File: src/include/axi_defs.svh
`ifndef AXI_DEFS_SVH
`define AXI_DEFS_SVH

// Address and data path widths
`define AXI_ADDR_W 32
`define AXI_DATA_W 32

// One strobe bit per data byte
`define AXI_STRB_W (`AXI_DATA_W / 8)

// AWLEN field, holds beat count minus one
`define AXI_LEN_W 8

// BRESP field
`define AXI_RESP_W 2

// Fixed-value AW fields
`define AXI_SIZE_W  3
`define AXI_BURST_W 2
`define AXI_CACHE_W 4
`define AXI_PROT_W  3

// Native beat buffer in front of the controller
`define IN_FIFO_DEPTH 4

// W beat buffer on the AXI side
`define W_FIFO_DEPTH 2

`endif

File: src/hdl/axi_pkg.sv
`default_nettype none

`include "axi_defs.svh"

package axi_pkg;

   // Address request, one per burst
   typedef struct packed {
      logic [`AXI_ADDR_W-1:0] addr;
      logic [`AXI_LEN_W-1:0]  len;
   } aw_req_t;

   // One W channel beat
   typedef struct packed {
      logic [`AXI_DATA_W-1:0] data;
      logic [`AXI_STRB_W-1:0] strb;
      logic                   last;
   } w_beat_t;

   // BRESP encodings
   typedef enum logic [`AXI_RESP_W-1:0] {
      RESP_OKAY   = 2'b00,
      RESP_EXOKAY = 2'b01,
      RESP_SLVERR = 2'b10,
      RESP_DECERR = 2'b11
   } resp_t;

   // Fixed field values, only INCR bursts are issued
   localparam logic [`AXI_BURST_W-1:0] BURST_INCR = 2'b01;
   localparam logic [`AXI_CACHE_W-1:0] CACHE_BUF  = 4'b0010;
   localparam logic [`AXI_PROT_W-1:0]  PROT_DATA  = 3'b010;

endpackage

`default_nettype wire

File: src/hdl/iob_pkg.sv
`default_nettype none

`include "axi_defs.svh"

package iob_pkg;

   // Beat as presented on the native write port
   typedef struct packed {
      logic [`AXI_ADDR_W-1:0] addr;
      logic [`AXI_DATA_W-1:0] data;
      logic [`AXI_STRB_W-1:0] strb;
   } nat_beat_t;

   // Burst controller states
   typedef enum logic [1:0] {
      ADDR_HS    = 2'h0,
      WRITE      = 2'h1,
      W_RESPONSE = 2'h2
   } wr_state_t;

endpackage

`default_nettype wire

File: src/hdl/axi_wr_if.sv
`timescale 1ns/10ps
`default_nettype none

interface axi_wr_if;

   // Write address channel
   logic             aw_valid;
   logic             aw_ready;
   axi_pkg::aw_req_t aw_req;

   // Write data channel
   logic             w_valid;
   logic             w_ready;
   axi_pkg::w_beat_t w_beat;

   // Write response channel
   logic             b_valid;
   logic             b_ready;
   axi_pkg::resp_t   b_resp;

   modport ctrl (
      output aw_valid, aw_req, w_valid, w_beat, b_ready,
      input  aw_ready, w_ready, b_valid, b_resp
   );

   modport port (
      input  aw_valid, aw_req, w_valid, w_beat, b_ready,
      output aw_ready, w_ready, b_valid, b_resp
   );

endinterface

`default_nettype wire

File: src/hdl/beat_fifo.sv
`timescale 1ns/10ps
`default_nettype none

module beat_fifo #(
   parameter type payload_t = logic [7:0],
   parameter int  DEPTH     = 4
) (
   input  wire           clk,
   input  wire           rst,
   input  wire           push,
   input  wire payload_t push_data,
   output logic          full,
   input  wire           pop,
   output logic          pop_valid,
   output payload_t      pop_data
);

   localparam int PTR_W = (DEPTH > 1) ? $clog2(DEPTH) : 1;
   localparam int CNT_W = $clog2(DEPTH + 1);

   payload_t         mem [DEPTH];
   logic [PTR_W-1:0] wr_ptr;
   logic [PTR_W-1:0] rd_ptr;
   logic [CNT_W-1:0] count;
   logic             do_push;
   logic             do_pop;

   // Pointer advance with wrap for any depth
   function automatic logic [PTR_W-1:0] next_ptr(input logic [PTR_W-1:0] ptr);
      logic [PTR_W-1:0] nxt;
      if (ptr == PTR_W'(DEPTH - 1)) begin
         nxt = '0;
      end else begin
         nxt = ptr + 1'b1;
      end
      return nxt;
   endfunction

   assign full      = (count == CNT_W'(DEPTH));
   assign pop_valid = (count != '0);
   assign pop_data  = mem[rd_ptr];

   // Full blocks push even when a pop happens in the same cycle
   assign do_push = push && !full;
   assign do_pop  = pop && pop_valid;

   always_ff @(posedge clk) begin
      if (do_push) begin
         mem[wr_ptr] <= push_data;
      end
   end

   always_ff @(posedge clk, posedge rst) begin
      if (rst) begin
         wr_ptr <= '0;
         rd_ptr <= '0;
         count  <= '0;
      end else begin
         if (do_push) begin
            wr_ptr <= next_ptr(wr_ptr);
         end
         if (do_pop) begin
            rd_ptr <= next_ptr(rd_ptr);
         end
         if (do_push && !do_pop) begin
            count <= count + 1'b1;
         end else if (do_pop && !do_push) begin
            count <= count - 1'b1;
         end
      end
   end

endmodule

`default_nettype wire

File: src/hdl/burst_wr_ctrl.sv
`timescale 1ns/10ps
`default_nettype none

`include "axi_defs.svh"

module burst_wr_ctrl (
   input  wire                     clk,
   input  wire                     rst,
   input  wire                     head_valid,
   input  wire iob_pkg::nat_beat_t head_beat,
   output logic                    pop,
   input  wire [`AXI_LEN_W-1:0]    length,
   output logic                    ready,
   output logic                    error,
   axi_wr_if.ctrl                  axi
);

   iob_pkg::wr_state_t     state;
   iob_pkg::wr_state_t     state_nxt;

   // Burst parameters captured when a burst opens
   logic [`AXI_ADDR_W-1:0] addr_reg;
   logic [`AXI_LEN_W-1:0]  len_reg;

   logic [`AXI_LEN_W-1:0]  beat_cnt;
   logic                   aw_pending;
   logic                   open_burst;
   logic                   beat_move;
   logic                   last_beat;
   logic                   resp_done;

   assign open_burst = (state == iob_pkg::ADDR_HS) && head_valid;
   assign beat_move  = (state == iob_pkg::WRITE) && head_valid && axi.w_ready;
   assign last_beat  = (beat_cnt == len_reg);
   assign resp_done  = (state == iob_pkg::W_RESPONSE) && axi.b_valid;

   // Idle and nothing waiting in the input buffer
   assign ready = (state == iob_pkg::ADDR_HS) && !head_valid;
   assign pop   = beat_move;

   // AW request stays up until the output side takes it
   assign axi.aw_valid = aw_pending;
   assign axi.aw_req   = '{addr: addr_reg, len: len_reg};

   // Head of the input FIFO goes straight onto W
   assign axi.w_valid = (state == iob_pkg::WRITE) && head_valid;
   assign axi.w_beat  = '{data: head_beat.data, strb: head_beat.strb, last: last_beat};

   assign axi.b_ready = (state == iob_pkg::W_RESPONSE);

   always_comb begin
      state_nxt = state;
      case (state)
         iob_pkg::ADDR_HS: begin
            if (head_valid) begin
               state_nxt = iob_pkg::WRITE;
            end
         end
         iob_pkg::WRITE: begin
            if (beat_move && last_beat) begin
               state_nxt = iob_pkg::W_RESPONSE;
            end
         end
         iob_pkg::W_RESPONSE: begin
            if (axi.b_valid) begin
               state_nxt = iob_pkg::ADDR_HS;
            end
         end
         default: begin
            state_nxt = iob_pkg::ADDR_HS;
         end
      endcase
   end

   always_ff @(posedge clk, posedge rst) begin
      if (rst) begin
         state <= iob_pkg::ADDR_HS;
      end else begin
         state <= state_nxt;
      end
   end

   // Start address comes from the first beat of the burst
   always_ff @(posedge clk) begin
      if (open_burst) begin
         addr_reg <= head_beat.addr;
         len_reg  <= length;
      end
   end

   always_ff @(posedge clk, posedge rst) begin
      if (rst) begin
         beat_cnt   <= '0;
         aw_pending <= 1'b0;
         error      <= 1'b0;
      end else begin
         if (open_burst) begin
            beat_cnt <= '0;
         end else if (beat_move) begin
            beat_cnt <= beat_cnt + 1'b1;
         end

         if (open_burst) begin
            aw_pending <= 1'b1;
         end else if (axi.aw_ready) begin
            aw_pending <= 1'b0;
         end

         // Any nonzero response flags the burst as failed
         if (resp_done) begin
            error <= |axi.b_resp;
         end
      end
   end

endmodule

`default_nettype wire

File: src/hdl/axi_wr_port.sv
`timescale 1ns/10ps
`default_nettype none

`include "axi_defs.svh"

module axi_wr_port (
   input  wire                    clk,
   input  wire                    rst,
   axi_wr_if.port                 axi,
   output logic                   awvalid,
   input  wire                    awready,
   output logic [`AXI_ADDR_W-1:0] awaddr,
   output logic [`AXI_LEN_W-1:0]  awlen,
   output logic [`AXI_SIZE_W-1:0] awsize,
   output logic [`AXI_BURST_W-1:0] awburst,
   output logic [`AXI_CACHE_W-1:0] awcache,
   output logic [`AXI_PROT_W-1:0] awprot,
   output logic                   wvalid,
   input  wire                    wready,
   output logic [`AXI_DATA_W-1:0] wdata,
   output logic [`AXI_STRB_W-1:0] wstrb,
   output logic                   wlast,
   input  wire                    bvalid,
   output logic                   bready,
   input  wire [`AXI_RESP_W-1:0]  bresp
);

   // Full-width transfers only
   localparam logic [`AXI_SIZE_W-1:0] AW_SIZE = `AXI_SIZE_W'($clog2(`AXI_STRB_W));

   logic             aw_full;
   axi_pkg::aw_req_t aw_hold;
   logic             w_full;
   axi_pkg::w_beat_t w_head;

   // One-entry AW register
   assign axi.aw_ready = !aw_full;

   always_ff @(posedge clk) begin
      if (axi.aw_valid && !aw_full) begin
         aw_hold <= axi.aw_req;
      end
   end

   always_ff @(posedge clk, posedge rst) begin
      if (rst) begin
         aw_full <= 1'b0;
      end else if (!aw_full) begin
         aw_full <= axi.aw_valid;
      end else if (awready) begin
         aw_full <= 1'b0;
      end
   end

   assign awvalid = aw_full;
   assign awaddr  = aw_hold.addr;
   assign awlen   = aw_hold.len;
   assign awsize  = AW_SIZE;
   assign awburst = axi_pkg::BURST_INCR;
   assign awcache = axi_pkg::CACHE_BUF;
   assign awprot  = axi_pkg::PROT_DATA;

   // W beats decoupled from the controller
   beat_fifo #(
      .payload_t (axi_pkg::w_beat_t),
      .DEPTH     (`W_FIFO_DEPTH)
   ) w_fifo_inst (
      .clk       (clk),
      .rst       (rst),
      .push      (axi.w_valid),
      .push_data (axi.w_beat),
      .full      (w_full),
      .pop       (wready),
      .pop_valid (wvalid),
      .pop_data  (w_head)
   );

   assign axi.w_ready = !w_full;
   assign wdata       = w_head.data;
   assign wstrb       = w_head.strb;
   assign wlast       = w_head.last;

   // B passes through unbuffered
   assign axi.b_valid = bvalid;
   assign axi.b_resp  = axi_pkg::resp_t'(bresp);
   assign bready      = axi.b_ready;

endmodule

`default_nettype wire

File: src/hdl/iob2axi_wr_top.sv
`timescale 1ns/10ps
`default_nettype none

`include "axi_defs.svh"

module iob2axi_wr_top (
   input  wire                     clk,
   input  wire                     rst,
   // Control
   input  wire [`AXI_LEN_W-1:0]    length,
   output logic                    ready,
   output logic                    error,
   // Native write port
   input  wire                     s_valid,
   input  wire [`AXI_ADDR_W-1:0]   s_addr,
   input  wire [`AXI_DATA_W-1:0]   s_wdata,
   input  wire [`AXI_STRB_W-1:0]   s_wstrb,
   output logic                    s_ready,
   // AXI write master
   output logic                    awvalid,
   input  wire                     awready,
   output logic [`AXI_ADDR_W-1:0]  awaddr,
   output logic [`AXI_LEN_W-1:0]   awlen,
   output logic [`AXI_SIZE_W-1:0]  awsize,
   output logic [`AXI_BURST_W-1:0] awburst,
   output logic [`AXI_CACHE_W-1:0] awcache,
   output logic [`AXI_PROT_W-1:0]  awprot,
   output logic                    wvalid,
   input  wire                     wready,
   output logic [`AXI_DATA_W-1:0]  wdata,
   output logic [`AXI_STRB_W-1:0]  wstrb,
   output logic                    wlast,
   input  wire                     bvalid,
   output logic                    bready,
   input  wire [`AXI_RESP_W-1:0]   bresp
);

   iob_pkg::nat_beat_t in_beat;
   iob_pkg::nat_beat_t head_beat;
   logic               in_full;
   logic               head_valid;
   logic               head_pop;

   axi_wr_if axi_wr ();

   assign in_beat = '{addr: s_addr, data: s_wdata, strb: s_wstrb};
   assign s_ready = !in_full;

   beat_fifo #(
      .payload_t (iob_pkg::nat_beat_t),
      .DEPTH     (`IN_FIFO_DEPTH)
   ) in_fifo_inst (
      .clk       (clk),
      .rst       (rst),
      .push      (s_valid),
      .push_data (in_beat),
      .full      (in_full),
      .pop       (head_pop),
      .pop_valid (head_valid),
      .pop_data  (head_beat)
   );

   burst_wr_ctrl burst_wr_ctrl_inst (
      .clk        (clk),
      .rst        (rst),
      .head_valid (head_valid),
      .head_beat  (head_beat),
      .pop        (head_pop),
      .length     (length),
      .ready      (ready),
      .error      (error),
      .axi        (axi_wr.ctrl)
   );

   axi_wr_port axi_wr_port_inst (
      .clk     (clk),
      .rst     (rst),
      .axi     (axi_wr.port),
      .awvalid (awvalid),
      .awready (awready),
      .awaddr  (awaddr),
      .awlen   (awlen),
      .awsize  (awsize),
      .awburst (awburst),
      .awcache (awcache),
      .awprot  (awprot),
      .wvalid  (wvalid),
      .wready  (wready),
      .wdata   (wdata),
      .wstrb   (wstrb),
      .wlast   (wlast),
      .bvalid  (bvalid),
      .bready  (bready),
      .bresp   (bresp)
   );

endmodule

`default_nettype wire

File: config.mk
export PLATFORM = sky130hd
export DESIGN_NAME = iob2axi_wr_top
export DESIGN_NICKNAME = d
export VERILOG_FILES = /design/src/hdl/axi_pkg.sv /design/src/hdl/iob_pkg.sv /design/src/hdl/axi_wr_if.sv /design/src/hdl/beat_fifo.sv /design/src/hdl/burst_wr_ctrl.sv /design/src/hdl/axi_wr_port.sv /design/src/hdl/iob2axi_wr_top.sv
export VERILOG_INCLUDE_DIRS = /design/src /design/src/include
export SDC_FILE = /design/constraint.sdc
export NUM_CORES = 1
export LEC_CHECK = 0
export BUFFER_PORTS_ARGS = -buffer_cell sky130_fd_sc_hd__buf_2
export CORE_AREA = 2 2 145 204
export CTS_BUF_LIST = sky130_fd_sc_hd__clkbuf_16
export DETAILED_ROUTE_END_ITERATION = 10
export DIE_AREA = 0 0 147 206
export PLACE_DENSITY = 0.82
export SETUP_SLACK_MARGIN = 0.2
export SYNTH_ARGS = -nofsm -noshare
export SYNTH_HDL_FRONTEND = slang
export SYNTH_SLANG_ARGS = --single-unit
File: constraint.sdc
create_clock -name clk -period 3.8 [get_ports clk]
set_input_delay 0.38 -clock clk [delete_from_list [all_inputs] [get_ports clk]]
set_output_delay 0.38 -clock clk [all_outputs]
set_load 0.1 [all_outputs]
## Word level (Yosys, flattened, before mapping)

Memory sizes are Yosys's and may differ from the RTL's.
Index checks and enable logic that the tools add are counted.

| word-level totals | value |
|---|---|
| latch bits | 0 |
| register bits | 104 |
| bits in writable memories | 346 |
| ROM bits | 0 |
| logic and storage cells | 89 |
| memories | 2 |

| operators by class | value |
|---|---|
| mux-type cells | 22 |
| bitwise logic cells | 0 |
| divide/modulo/power cells | 0 |
| add/subtract/negate cells | 9 |
| multiply operators | 0 |
| order comparisons | 0 |
| equality and inequality tests | 11 |
| shift-type cells | 0 |
| reductions and logical operators | 30 |

Memories:

| memory | words | bits a word | rd ports | clocked after memory_dff | wr ports | RTL line | RTL |
|---|---|---|---|---|---|---|---|
| in_fifo_inst.mem | 4 | 68 | 1 | 0 | 1 | beat_fifo.sv:21 | `payload_t mem [DEPTH];` |
| axi_wr_port_inst.w_fifo_inst.mem | 2 | 37 | 1 | 0 | 1 | beat_fifo.sv:21 |  |

Operators with widths:

| kind | count |
|---|---|
| $mux W8 | 2 |
| $logic_and A1 B1 Y1 | 14 |
| $mux W2 | 7 |
| $mux W1 | 10 |
| $add A8 B1 Y8 const B | 1 |
| $eq A2 B2 Y1 const B | 4 |
| $eq A8 B8 Y1 | 1 |
| $logic_not A1 Y1 | 8 |
| $reduce_bool A2 Y1 | 4 |
| $add A2 B1 Y2 const B | 3 |
| $mux W3 | 2 |
| $ne A2 B2 Y1 const B | 3 |
| $pmux W2 S3 | 1 |
| $add A3 B1 Y3 const B | 1 |
| $eq A3 B3 Y1 const B | 1 |
| $reduce_and A3 Y1 | 1 |
| $reduce_bool A3 Y1 | 1 |
| $sub A3 B1 Y3 const B | 1 |
| $add A1 B1 Y1 const B | 2 |
| $eq A2 B1 Y1 const B | 1 |
| $logic_not A2 Y1 | 1 |
| $ne A2 B1 Y1 const B | 1 |
| $reduce_or A2 Y1 | 1 |
| $sub A2 B1 Y2 const B | 1 |

## Depth between registers and ports, before layout

Gate-level depths: netlist (run 1).

| depth | value |
|---|---|
| depth after elaboration | 7 |
| gate-level depth with buffers | 9 |

## By module

From an unflattened synthesis (run 1), not the netlist that was laid out.

| second synthesis, totals | value |
|---|---|
| cell total of the unflattened synthesis | 745 |
| area total of the unflattened synthesis | 16866.2 sq um |

By module, submodules not included:

| module | sequential area each (sq um) | cells an instance | times used | area an instance (sq um) |
|---|---|---|---|---|
| beat_fifo (in_fifo_inst) | 8343.0 | 394 | 1 | 10354.9 |
| beat_fifo (axi_wr_port_inst.w_fifo_inst) | 2322.2 | 135 | 1 | 2956.6 |
| burst_wr_ctrl | 1501.4 | 151 | 1 | 2169.6 |
| axi_wr_port | 1226.2 | 64 | 1 | 1381.3 |
| iob2axi_wr_top | 0.0 | 1 | 1 | 3.8 |

## Least setup slack after synthesis (run 1)

No wires, ideal clock.

| path | value |
|---|---|
| kind | register to register |
| from | register in_fifo_inst.count[0] |
| to | memory in_fifo_inst.mem[1][0] in the netlist's numbering (enable) |
| setup slack | 424 ps |
| data arrival time | 2942 ps |
| library setup time | 434 ps |
| required time | 3366 ps |
| path buffers | 0 |
| stages on the path, launching flop included | 4 |
| path through | dfrtp_1 > nor2_1 > nand2_1 > and3_1 |

| on the way | value |
|---|---|
| longest elaborated chain between the ends | 5 |

RTL lines:

| item | RTL line | RTL |
|---|---|---|
| from (decl) | beat_fifo.sv:24 | `logic [CNT_W-1:0] count;` |
| from (signal assigned) | beat_fifo.sv:66 | `count <= count + 1'b1;` |
| from (signal assigned) | beat_fifo.sv:68 | `count <= count - 1'b1;` |
| $eq A3 B3 Y1 | beat_fifo.sv:39 | `assign full = (count == CNT_W'(DEPTH));` |
| $logic_not A1 Y1 | - |  |
| net s_ready | iob2axi_wr_top.sv:18 | `output logic s_ready,` |
| $logic_and A1 B1 Y1 | beat_fifo.sv:44 | `assign do_push = push && !full;` |
| $mux W1 | beat_fifo.sv:48 | `if (do_push) begin` |
| $mux W1 (implied by the code) | beat_fifo.sv:49 | `mem[wr_ptr] <= push_data;` |
| to (decl) | beat_fifo.sv:21 |  |

The timed path passes the listed nets, and every way through them passes these cells.

## Worst setup path in the final report (run 1)

| path | value |
|---|---|
| from | register axi_wr_port_inst.w_fifo_inst.rd_ptr |
| to | output wstrb[3] |

| on the way | value |
|---|---|
| longest elaborated chain between the ends | 1 |

RTL lines:

| item | RTL line | RTL |
|---|---|---|
| from (decl) | beat_fifo.sv:23 | `logic [PTR_W-1:0] rd_ptr;` |
| from (signal assigned) | beat_fifo.sv:63 | `rd_ptr <= next_ptr(rd_ptr);` |
| $mem_v2 Z2 W37 | - |  |
| to (decl) | iob2axi_wr_top.sv:31 | `` output logic [`AXI_STRB_W-1:0] wstrb, `` |

No other way between the ends.

==> impl_metrics.env, run 1 <==
export IMPL_cp_cell_sequence="mux2_2, buf_2"
export IMPL_yosys_warnings=0
export IMPL_avgSynthCellArea_um2=23.34
export IMPL_vias=7225
export IMPL_grtUsageTotal=0.1946
export IMPL_gr_usage_met2=0.3431
export IMPL_hold_viol=0
export IMPL_tightestPinTransition_ns=1.153
export IMPL_synth_top_cell_by_area="edfxtp_1"
export IMPL_vdd_drop_max_mv=0.5467
export IMPL_clockPowerShare=0.238
export IMPL_yosysTopAreaCellShare=0.7875
export IMPL_hpwl_um=16550
export IMPL_pwr_share_comb=0.332
export IMPL_largest_reg_flops=272
export IMPL_drive_gt1_frac=0.3864
export IMPL_worstSetupPathType="register to output port"
export IMPL_core_area_um2=28700
export IMPL_synthCells=696
export IMPL_largest_register="in_fifo_inst.mem"
export IMPL_worst_ep_required_time_ns=3.42
export IMPL_synth_edf_count=426
export IMPL_max_stage_delay_ns=0.95
export IMPL_syn_to_final_growth_pct=16.96
export IMPL_wl_um=28760
export IMPL_async_reset_ff_frac=0.05333
export IMPL_grt_use_met3=0.04746
export IMPL_gp_congestion=0.7539
export IMPL_power_density_nw_per_um2=923.6
export IMPL_grt_first_pass_wirelength_um=43940
export IMPL_grt_pass1_vias=7790
export IMPL_drv_cap=0
export IMPL_overflow=0
export IMPL_ys_ff_latch=450
export IMPL_yosysUniqueCellTypes=38
export IMPL_yosysSeqAreaShare=0.8245
export IMPL_syn_area_um2=16240
export IMPL_crit_fanout=38
export IMPL_gr_usage_met1=0.2331
export IMPL_nNetsFinal=990
export IMPL_grt_max_degree=69
export IMPL_switching_share=0.3684
export IMPL_die_h_um=206
export IMPL_first_iter_violations=371
export IMPL_cts_buffers_inserted=41
export IMPL_ys_top_cells_by_count="edfxtp_1 (426), mux4_2 (68), mux2_2 (40)"
export IMPL_worstSetupStartpointType="register"
export IMPL_first_pass_iters=4
export IMPL_status="finished clean"
export IMPL_cp_end_kind="output port"
export IMPL_period_share=0.7052
export IMPL_seqPwrFrac=0.430
export IMPL_slew_headroom=0.2316
export IMPL_synth_most_common_cell="edfxtp_1"
export IMPL_netlist_top_cells_area="edfxtp_1 (79%), mux4_2 (9.4%), dfrtp_1 (3.7%), mux2_2 (2.8%), xnor2_1 (0.75%)"
export IMPL_clock_fmax_mhz=373.2
export IMPL_htreeDepth=2
export IMPL_cts_root_buf="clkbuf_16"
export IMPL_hold_path_class="input pin to register"
export IMPL_gr_max_usage_layer="met2"
export IMPL_fin_setup_tns_ns=0
export IMPL_postRouteAntennaNets=0
export IMPL_rows=74
export IMPL_avgViaCountPerCell=5.490
export IMPL_postLayoutCellArea_um2=19000
export IMPL_placed_cell_area_um2=17550
export IMPL_initial_utilization=0.5660
export IMPL_cts_buffer_depth=3
export IMPL_cts_clk_slew_worst_paths_ns=0.06
export IMPL_finClkSkew_ns=0.01590
export IMPL_leakagePower_nw=6.551
export IMPL_drc_errors=0
export IMPL_die_area_um2=30280
export IMPL_clkSinkCount=450
export IMPL_top_regs="in_fifo_inst.mem (272), axi_wr_port_inst.w_fifo_inst.mem (74)"
export IMPL_finalMaxSlewViolations=0
export IMPL_clk_latency_ns=0.55
export IMPL_antenna_found_initial=8
export IMPL_tritoncts="yes"
export IMPL_rsz0062_at_grt="false"
export IMPL_arrival_ns=2.30
export IMPL_crit_slowest_cell="dfrtp_2"
export IMPL_pin_count=179
export IMPL_die_w_um=147
export IMPL_setup_viol=0
export IMPL_min_period_ns=2.680
export IMPL_routedWlPerCell_um=21.85
export IMPL_internal_power_mw=11.08
export IMPL_ys_flop_type="edfxtp_1"
export IMPL_power_switching_mw=6.464
export IMPL_io_buffers=166
-- worst paths after layout --
kind / startpoint / to / slack (ns) / cells after the start
worst max-delay path: axi_wr_port_inst.w_fifo_inst.rd_ptr / wstrb[3] / 1.12 / 2
worst min-delay path: length[0] / burst_wr_ctrl_inst.len_reg[0] / 0.02 / 1
worst max register to register: burst_wr_ctrl_inst.state[1] / axi_wr_port_inst.w_fifo_inst.mem[1][6] / 1.29 / 4
worst min register to register: burst_wr_ctrl_inst.addr_reg[8] / axi_wr_port_inst.awaddr[8] / 0.41 / 0
max in group asynchronous: rst / in_fifo_inst.rd_ptr[0] / 3.05 / 2
min in group asynchronous: rst / burst_wr_ctrl_inst.beat_cnt[7] / 0.05 / 2
-- per-stage QoR --
step	std cells	total power, mW	hold slack (ns)	setup WS [ns]	utilization
after floorplan	706	12.29	0.3946	0.4242	-
after global placement	1230	13.35	0.4012	1.349	0.6114
after detailed placement	1230	13.53	0.4045	1.299	0.6114
after CTS	1309	17.73	0.0007914	1.038	0.6613
after global routing	1315	18.25	0.0001055	1.016	0.6619
final	1316	17.55	0.02296	1.120	0.6619
-- power by group through the flow --
stage | logic (mW) | registers (mW) | clock network (mW)
after detailed placement | 5.86 | 7.67 | 0
after global placement | 5.77 | 7.58 | 0
after global routing | 6.14 | 7.69 | 4.43
after floorplan | 4.82 | 7.47 | 0
after CTS | 5.89 | 7.58 | 4.26
final | 5.82 | 7.55 | 4.18
-- final cells by class --
class / count / area (um^2)
clock inverters: 32 / 317.8
well taps: 380 / 475.5
repair buffers: 181 / 965.9
multi-input cells: 215 / 2715
fillers: 1857 / 9703
flip-flops and latches: 450 / 13400
clock buffers: 43 / 1076
inverters: 8 / 30.03
diodes: 7 / 17.52
-- cells in the final DEF, fill, tap and decap left out, types with 7 or more instances in the layout --
cell,instances
edfxtp_1,426
buf_2,166
mux4_2,68
clkbuf_16,43
mux2_2,40
dfrtp_1,21
inv_1,16
xnor2_1,14
conb_1,12
nand2_1,11
nor2_1,10
buf_4,10
ha_1,8
diode_2,7
-- logic make-up after synthesis --
group	Yosys count	share of synthesized area
AND/OR/NAND/NOR	51	0.01641
AO/OA/AOI/OAI	17	0.006624
buffers and inverters	41	0.01294
other	2	0.0004623
multiplexers	108	0.1220
adder cells (fa/ha/maj)	9	0.007395
flip-flops	450	0.8245
XOR/XNOR	18	0.009705
-- per-layer routing --
metal	part of all wire	routed length, um
met5	0.0011	32
met4	0.032	907
met3	0.052	1495
met2	0.53	15270
met1	0.38	11060
-- critical path, delay by kind of cell, from the launching register on --
kind	cells	cell delay, ns
flip-flops	1	0.95
multiplexers	1	0.33
buffers and inverters	1	0.43
-- what timing repair did --
item                                   CTS  global route
resized for setup                        0             0
endpoints found under the hold margin    4             0
hold buffers                             4             0
setup buffers                            0             0
No activity file was read; power rests on OpenSTA's default activity.
==> run 2: changes to the inputs <==
==> constraint.sdc (replaced) <==
create_clock -name clk -period 2.75 [get_ports clk]
set_input_delay 0.275 -clock clk [delete_from_list [all_inputs] [get_ports clk]]
set_output_delay 0.275 -clock clk [all_outputs]
set_load 0.1 [all_outputs]
==> run 2 against run 1 <==
Compared with the run above: critical path depth increased by 6; via count increased by 4.9%; count of clock-buffer cells in the layout shrank 4; final area increased by 3.8%; combinational power is 45% higher.
==> impl_metrics.env, run 2 (synthesis gave the netlist of run 1 again) <==
export IMPL_status="finished clean"
export IMPL_cts_root_buf="clkbuf_16"
export IMPL_cts_clk_slew_worst_paths_ns=0.06
export IMPL_htreeDepth=2
export IMPL_first_pass_iters=4
export IMPL_arrival_ns=2.80
export IMPL_largest_reg_flops=272
export IMPL_min_delay_start="wready"
export IMPL_worstSetupPathType="register to register"
export IMPL_grt_first_pass_wirelength_um=46730
export IMPL_leakagePower_nw=6.850
export IMPL_vdd_drop_max_mv=0.7368
export IMPL_postRouteAntennaNets=0
export IMPL_gr_usage_met2=0.3669
export IMPL_finClkSkew_ns=0.01905
export IMPL_cts_setup_buffers=0
export IMPL_die_area_um2=30280
export IMPL_r2r_slack_ns=0.40
export IMPL_crit_slowest_cell="dfrtp_1"
export IMPL_period_share=0.8534
export IMPL_die_h_um=206
export IMPL_tritoncts="yes"
export IMPL_max_stage_delay_ns=0.42
export IMPL_worstReg2RegEnd="in_fifo_inst.count[2]"
export IMPL_gr_usage_met1=0.2540
export IMPL_rsz0062_at_grt="false"
export IMPL_multi_input_area_um2=2724
export IMPL_grt_pass1_vias=8185
export IMPL_hold_path_class="input pin to register"
export IMPL_nNetsFinal=1067
export IMPL_hold_depth=3
export IMPL_pin_count=179
export IMPL_slew_headroom=0.3633
export IMPL_overflow=0
export IMPL_final_cell_mix="edfxtp_1 (426), buf_2 (166), dlygate4sd3_1 (79)"
export IMPL_initial_utilization=0.5660
export IMPL_grt_use_met3=0.04525
export IMPL_rows=74
export IMPL_r2r_start="in_fifo_inst.count[2]"
export IMPL_io_buffers=166
export IMPL_hpwl_um=16980
export IMPL_drc_errors=0
export IMPL_avgViaCountPerCell=5.475
export IMPL_hold_viol=0
export IMPL_drv_cap=0
export IMPL_clkSinkCount=450
export IMPL_antenna_found_initial=2
export IMPL_post_route_util=0.6873
export IMPL_gp_congestion=0.7235
export IMPL_stdcell_count=1384
export IMPL_finalMaxSlewViolations=0
export IMPL_cp_end_kind="register"
export IMPL_vias=7578
export IMPL_core_area_um2=28700
export IMPL_syn_to_final_growth_pct=21.44
export IMPL_worstSetupStartpointType="register"
export IMPL_dp_cells=1235
export IMPL_ff_latch_area_um2=13400
export IMPL_worst_ep_required_time_ns=3.20
export IMPL_routedWlPerCell_um=22.14
export IMPL_reg2regPathDepth=8
export IMPL_crit_top_cell="xor2_1"
export IMPL_die_w_um=147
export IMPL_tightestPinTransition_ns=0.9540
export IMPL_grt_max_degree=69
export IMPL_setup_viol=0
export IMPL_cts_buffer_depth=3
export IMPL_drive_gt1_frac=0.3583
export IMPL_crit_family="simple AND/OR/NAND/NOR gates"
export IMPL_first_iter_violations=584
export IMPL_p_total_mw=24.12
export IMPL_power_density_nw_per_um2=1223
export IMPL_critPathBufInv=1
export IMPL_top_regs="in_fifo_inst.mem (272), axi_wr_port_inst.w_fifo_inst.mem (74)"
export IMPL_cp_cell_sequence="nor3_1, or3_4, ha_1, inv_1, fa_1, xor2_1, nor2_1, xor2_1"
export IMPL_cts_buffers_inserted=38
export IMPL_min_period_ns=2.347
export IMPL_fillerInstances=1738
export IMPL_crit_fanout=14
export IMPL_clock_fmax_mhz=426.1
export IMPL_largest_register="in_fifo_inst.mem"
export IMPL_gr_max_usage_layer="met2"
export IMPL_whs_endpoint="axi_wr_port_inst.w_fifo_inst.rd_ptr"
export IMPL_layout_commonest_cell="edfxtp_1"
export IMPL_fin_setup_tns_ns=0
export IMPL_grtUsageTotal=0.2075
export IMPL_wl_um=30650
export IMPL_clk_latency_ns=0.54
## run 2: cell types whose count changed in the layout (fill, tap and decap cells not counted), sizes merged
cell / change
clkbuf: -4
clkinv: +5
clkinvlp: -3
bufinv: -2
inv: -3
buf: +5
diode: -5
dlygate4sd3: +75
## run 2: worst max-delay path by stage
stage | start | end | slack, ns | cells past startpoint
finish | in_fifo_inst.count[2] | in_fifo_inst.count[2] | 0.40 | 8
global route | in_fifo_inst.count[1] | in_fifo_inst.count[2] | 0.24 | 8
CTS | burst_wr_ctrl_inst.state[1] | axi_wr_port_inst.w_fifo_inst.mem[1][9] | 0.30 | 4
detailed placement | burst_wr_ctrl_inst.state[1] | axi_wr_port_inst.w_fifo_inst.mem[1][7] | 0.29 | 4
global placement | burst_wr_ctrl_inst.state[1] | axi_wr_port_inst.w_fifo_inst.mem[1][7] | 0.36 | 4
floorplan | burst_wr_ctrl_inst.state[1] | axi_wr_port_inst.w_fifo_inst.mem[0][0] | 0.24 | 4
## run 2: where the power goes
group / internal, mW / total [mW] / switching (mW)
Combinational: 2.47 / 8.43 / 5.96
Sequential: 9.66 / 10.4 / 0.759
Clock: 2.96 / 5.28 / 2.31
Total: 15.1 / 24.1 / 9.03
## run 2: stage by stage
stage	area (um^2)	setup WS (ns)	hold slack, ns
2_1_floorplan	16310	0.2399	0.2896
3_3_place_gp	17710	0.3649	0.4006
3_5_place_dp	17710	0.2931	0.4045
4_1_cts	19720	0.3025	0.01371
5_1_grt	19730	0.2359	0.01996
6_report	19730	0.4032	0.02839
## run 2: cell type report
cell class,count,area share
Clock buffer,39,0.04947
Tap cell,380,0.02410
Inverter,8,0.001522
Multi-Input combinational cell,215,0.1381
Timing Repair Buffer,261,0.09463
Sequential cell,450,0.6793
Antenna cell,2,0.0002537
Clock inverter,29,0.01262
## run 2: per-layer routing
layer | vias up | part of all wire
met5 | - | 0
met4 | 0 | 0.030
met3 | 50 | 0.054
met2 | 232 | 0.53
met1 | 3923 | 0.38
li1 | 3373 | -
## run 2: repair_timing
action | CTS | global route
setup endpoints to repair | 0 | 3
hold buffers | 79 | 0
resized for setup | 0 | 1
hold endpoints to repair | 306 | 0
## run 2: worst reg2reg max path, delay by kind of cell, from the launching register on
| family | cells | cell delay, ns |
|---|---|---|
| buffers and inverters | 1 | 0.07 |
| AND/OR/NAND/NOR | 3 | 0.85 |
| adder cells (fa/ha/maj) | 2 | 0.59 |
| XOR/XNOR | 2 | 0.34 |
| flip-flops | 1 | 0.42 |
==> run 3: changes to the inputs <==
--- a/config.mk
+++ b/config.mk
@@ -7,11 +7,11 @@
 export NUM_CORES = 1
 export LEC_CHECK = 0
 export BUFFER_PORTS_ARGS = -buffer_cell sky130_fd_sc_hd__buf_2
-export CORE_AREA = 2 2 145 204
+export CORE_AREA = 2 2 190 173
 export CTS_BUF_LIST = sky130_fd_sc_hd__clkbuf_16
 export DETAILED_ROUTE_END_ITERATION = 10
-export DIE_AREA = 0 0 147 206
-export PLACE_DENSITY = 0.82
+export DIE_AREA = 0 0 192 175
+export PLACE_DENSITY = 0.78
 export SETUP_SLACK_MARGIN = 0.2
 export SYNTH_ARGS = -nofsm -noshare
 export SYNTH_HDL_FRONTEND = slang
==> constraint.sdc (replaced) <==
create_clock -name clk -period 2.1 [get_ports clk]
set_input_delay 0.21 -clock clk [delete_from_list [all_inputs] [get_ports clk]]
set_output_delay 0.21 -clock clk [all_outputs]
set_load 0.1 [all_outputs]
==> run 3 against run 2 <==
Compared with the run above: via count increased by 2.3%; global-route usage decreased by 2.1 points; worst setup slack got worse by 0.28 ns; clock power increased by 45%; critical path depth decreased by 2; sequential power increased by 30%; core utilization decreased by 3.5 points; final area increased by 4.6%; first-iteration DRC count increased by 5.8%; die area increased by 11%.
==> impl_metrics.env, run 3 (synthesis gave the netlist of run 1 again) <==
export IMPL_max_stage_delay_ns=0.42
export IMPL_layout_commonest_cell="edfxtp_1"
export IMPL_grtUsageTotal=0.1864
export IMPL_gr_usage_met2=0.3142
export IMPL_hold_path_class="input pin to register"
export IMPL_dp_cells=1285
export IMPL_top_regs="in_fifo_inst.mem (272), axi_wr_port_inst.w_fifo_inst.mem (74)"
export IMPL_crit_fanout=3
export IMPL_whs_endpoint="axi_wr_port_inst.w_fifo_inst.rd_ptr"
export IMPL_largest_register="in_fifo_inst.mem"
export IMPL_period_share=0.9433
export IMPL_gp_congestion=0.7991
export IMPL_vdd_drop_max_mv=1.680
export IMPL_finalMaxSlewViolations=0
export IMPL_cp_cell_sequence="nand2b_4, or3_4, ha_4, inv_2, fa_2, mux2_4"
export IMPL_cts_buffers_inserted=45
export IMPL_clkSinkCount=450
export IMPL_pin_count=179
export IMPL_arrival_ns=2.41
export IMPL_ff_latch_area_um2=13410
export IMPL_die_area_um2=33600
export IMPL_crit_family="adder cells"
export IMPL_leakagePower_nw=7.212
export IMPL_largest_reg_flops=272
export IMPL_whs_ns=0.02504
export IMPL_postLayoutCellArea_um2=20640
export IMPL_first_pass_iters=4
export IMPL_rsz0062_at_grt="true"
export IMPL_tritoncts="yes"
export IMPL_cp_end_kind="register"
export IMPL_r2r_slack_ns=0.12
export IMPL_vias=7755
export IMPL_fin_setup_tns_ns=0
export IMPL_status="finished clean"
export IMPL_cts_clk_slew_worst_paths_ns=0.07
export IMPL_grt_first_pass_wirelength_um=46730
export IMPL_critPathBufInv=1
export IMPL_post_route_util=0.6520
export IMPL_placed_cell_area_um2=17970
export IMPL_antenna_found_initial=0
export IMPL_core_area_um2=31650
export IMPL_worstSetupPathType="register to register"
export IMPL_hold_viol=0
export IMPL_worst_ep_required_time_ns=2.53
export IMPL_grt_use_met3=0.03776
export IMPL_worstSetupStartpointType="register"
export IMPL_clk_latency_ns=0.54
export IMPL_htreeDepth=2
export IMPL_drive_gt1_frac=0.3964
export IMPL_p_total_mw=33.91
export IMPL_avgViaCountPerCell=5.319
export IMPL_min_period_ns=1.981
export IMPL_hold_depth=3
export IMPL_gr_max_usage_layer="met2"
export IMPL_overflow=0
export IMPL_fillerInstances=2075
export IMPL_hpwl_um=17640
export IMPL_n_antenna_cell=0
export IMPL_cts_root_buf="clkbuf_16"
export IMPL_grt_pass1_vias=8189
export IMPL_finClkSkew_ns=0.01775
export IMPL_drv_cap=0
export IMPL_stdcell_count=1458
export IMPL_setup_viol=0
export IMPL_reg2regPathDepth=6
export IMPL_postRouteAntennaNets=0
export IMPL_multi_input_area_um2=2808
export IMPL_rows=62
export IMPL_wl_um=30650
export IMPL_pre_cts_ws_ns=0.1093
export IMPL_gr_usage_met1=0.2517
export IMPL_finalWorstSetupSlack_ns=0.1190
export IMPL_io_buffers=166
export IMPL_routedWlPerCell_um=21.02
export IMPL_grt_max_degree=46
export IMPL_r2r_start="burst_wr_ctrl_inst.state[1]"
export IMPL_first_iter_violations=618
export IMPL_cts_buffer_depth=3
export IMPL_syn_to_final_growth_pct=27.04
export IMPL_drc_errors=0
export IMPL_min_delay_start="wready"
export IMPL_die_h_um=175
export IMPL_crit_slowest_cell="or3_4"
export IMPL_die_w_um=192
export IMPL_initial_utilization=0.5132
export IMPL_worstReg2RegEnd="in_fifo_inst.count[1]"
export IMPL_power_density_nw_per_um2=1643
export IMPL_clock_fmax_mhz=504.8
export IMPL_nNetsFinal=1105
export IMPL_final_cell_mix="edfxtp_1 (426), buf_2 (125), dlygate4sd3_1 (80)"
[run 3: cell count changes in the layout (fill, tap and decap cells not counted), sizes merged]
cell,previous run,this run
buf,182,211
bufinv,4,5
dlygate4sd3,79,80
diode,2,0
clkinvlp,0,3
inv,15,13
clkinv,18,19
clkbuf,39,46
[run 3: worst reg2reg max path, cell delays in order, from the launching register on]
cell and delay [ns]:
dfrtp_1 0.39, nand2b_4 0.14, or3_4 0.42, ha_4 0.18
inv_2 0.05, fa_2 0.42, mux2_4 0.28
[run 3: per-layer routing]
metal | routed length, um | vias to the layer above
li1 | - | 3457
met1 | 12610 | 3964
met2 | 15360 | 283
met3 | 2086 | 51
met4 | 595 | 0
met5 | 0 | -
[run 3: cell type report]
cell class	count	area share
Inverter	8	0.001698
Sequential cell	450	0.6497
Tap cell	416	0.02522
Clock buffer	45	0.05457
Multi-Input combinational cell	215	0.1361
Clock inverter	32	0.01346
Timing Repair Buffer	292	0.1193
[run 3: how the worst max path moves through the flow]
stage / slack [ns] / from / endpoint / depth (start not counted)
global route: 0.07 / in_fifo_inst.count[0] / in_fifo_inst.count[2] / 9
detailed placement: 0.11 / in_fifo_inst.count[1] / in_fifo_inst.count[1] / 6
finish: 0.12 / burst_wr_ctrl_inst.state[1] / in_fifo_inst.count[1] / 6
floorplan: 0.05 / burst_wr_ctrl_inst.state[1] / in_fifo_inst.count[1] / 7
global placement: 0.15 / in_fifo_inst.count[1] / in_fifo_inst.count[1] / 6
CTS: 0.06 / in_fifo_inst.count[2] / ready / 4
[run 3: where the power goes]
| group | total (mW) | internal [mW] | switching (mW) |
|---|---|---|---|
| logic | 12.8 | 4.49 | 8.34 |
| registers | 13.5 | 12.6 | 0.811 |
| clock network | 7.63 | 4.49 | 3.13 |
[run 3: timing repair]
action,in CTS,in global routing
endpoints found under the hold margin,307,0
buffers inserted,13,3
pin swaps,8,2
hold buffers,80,0
gates resized for setup,88,16
setup endpoints to repair,77,45
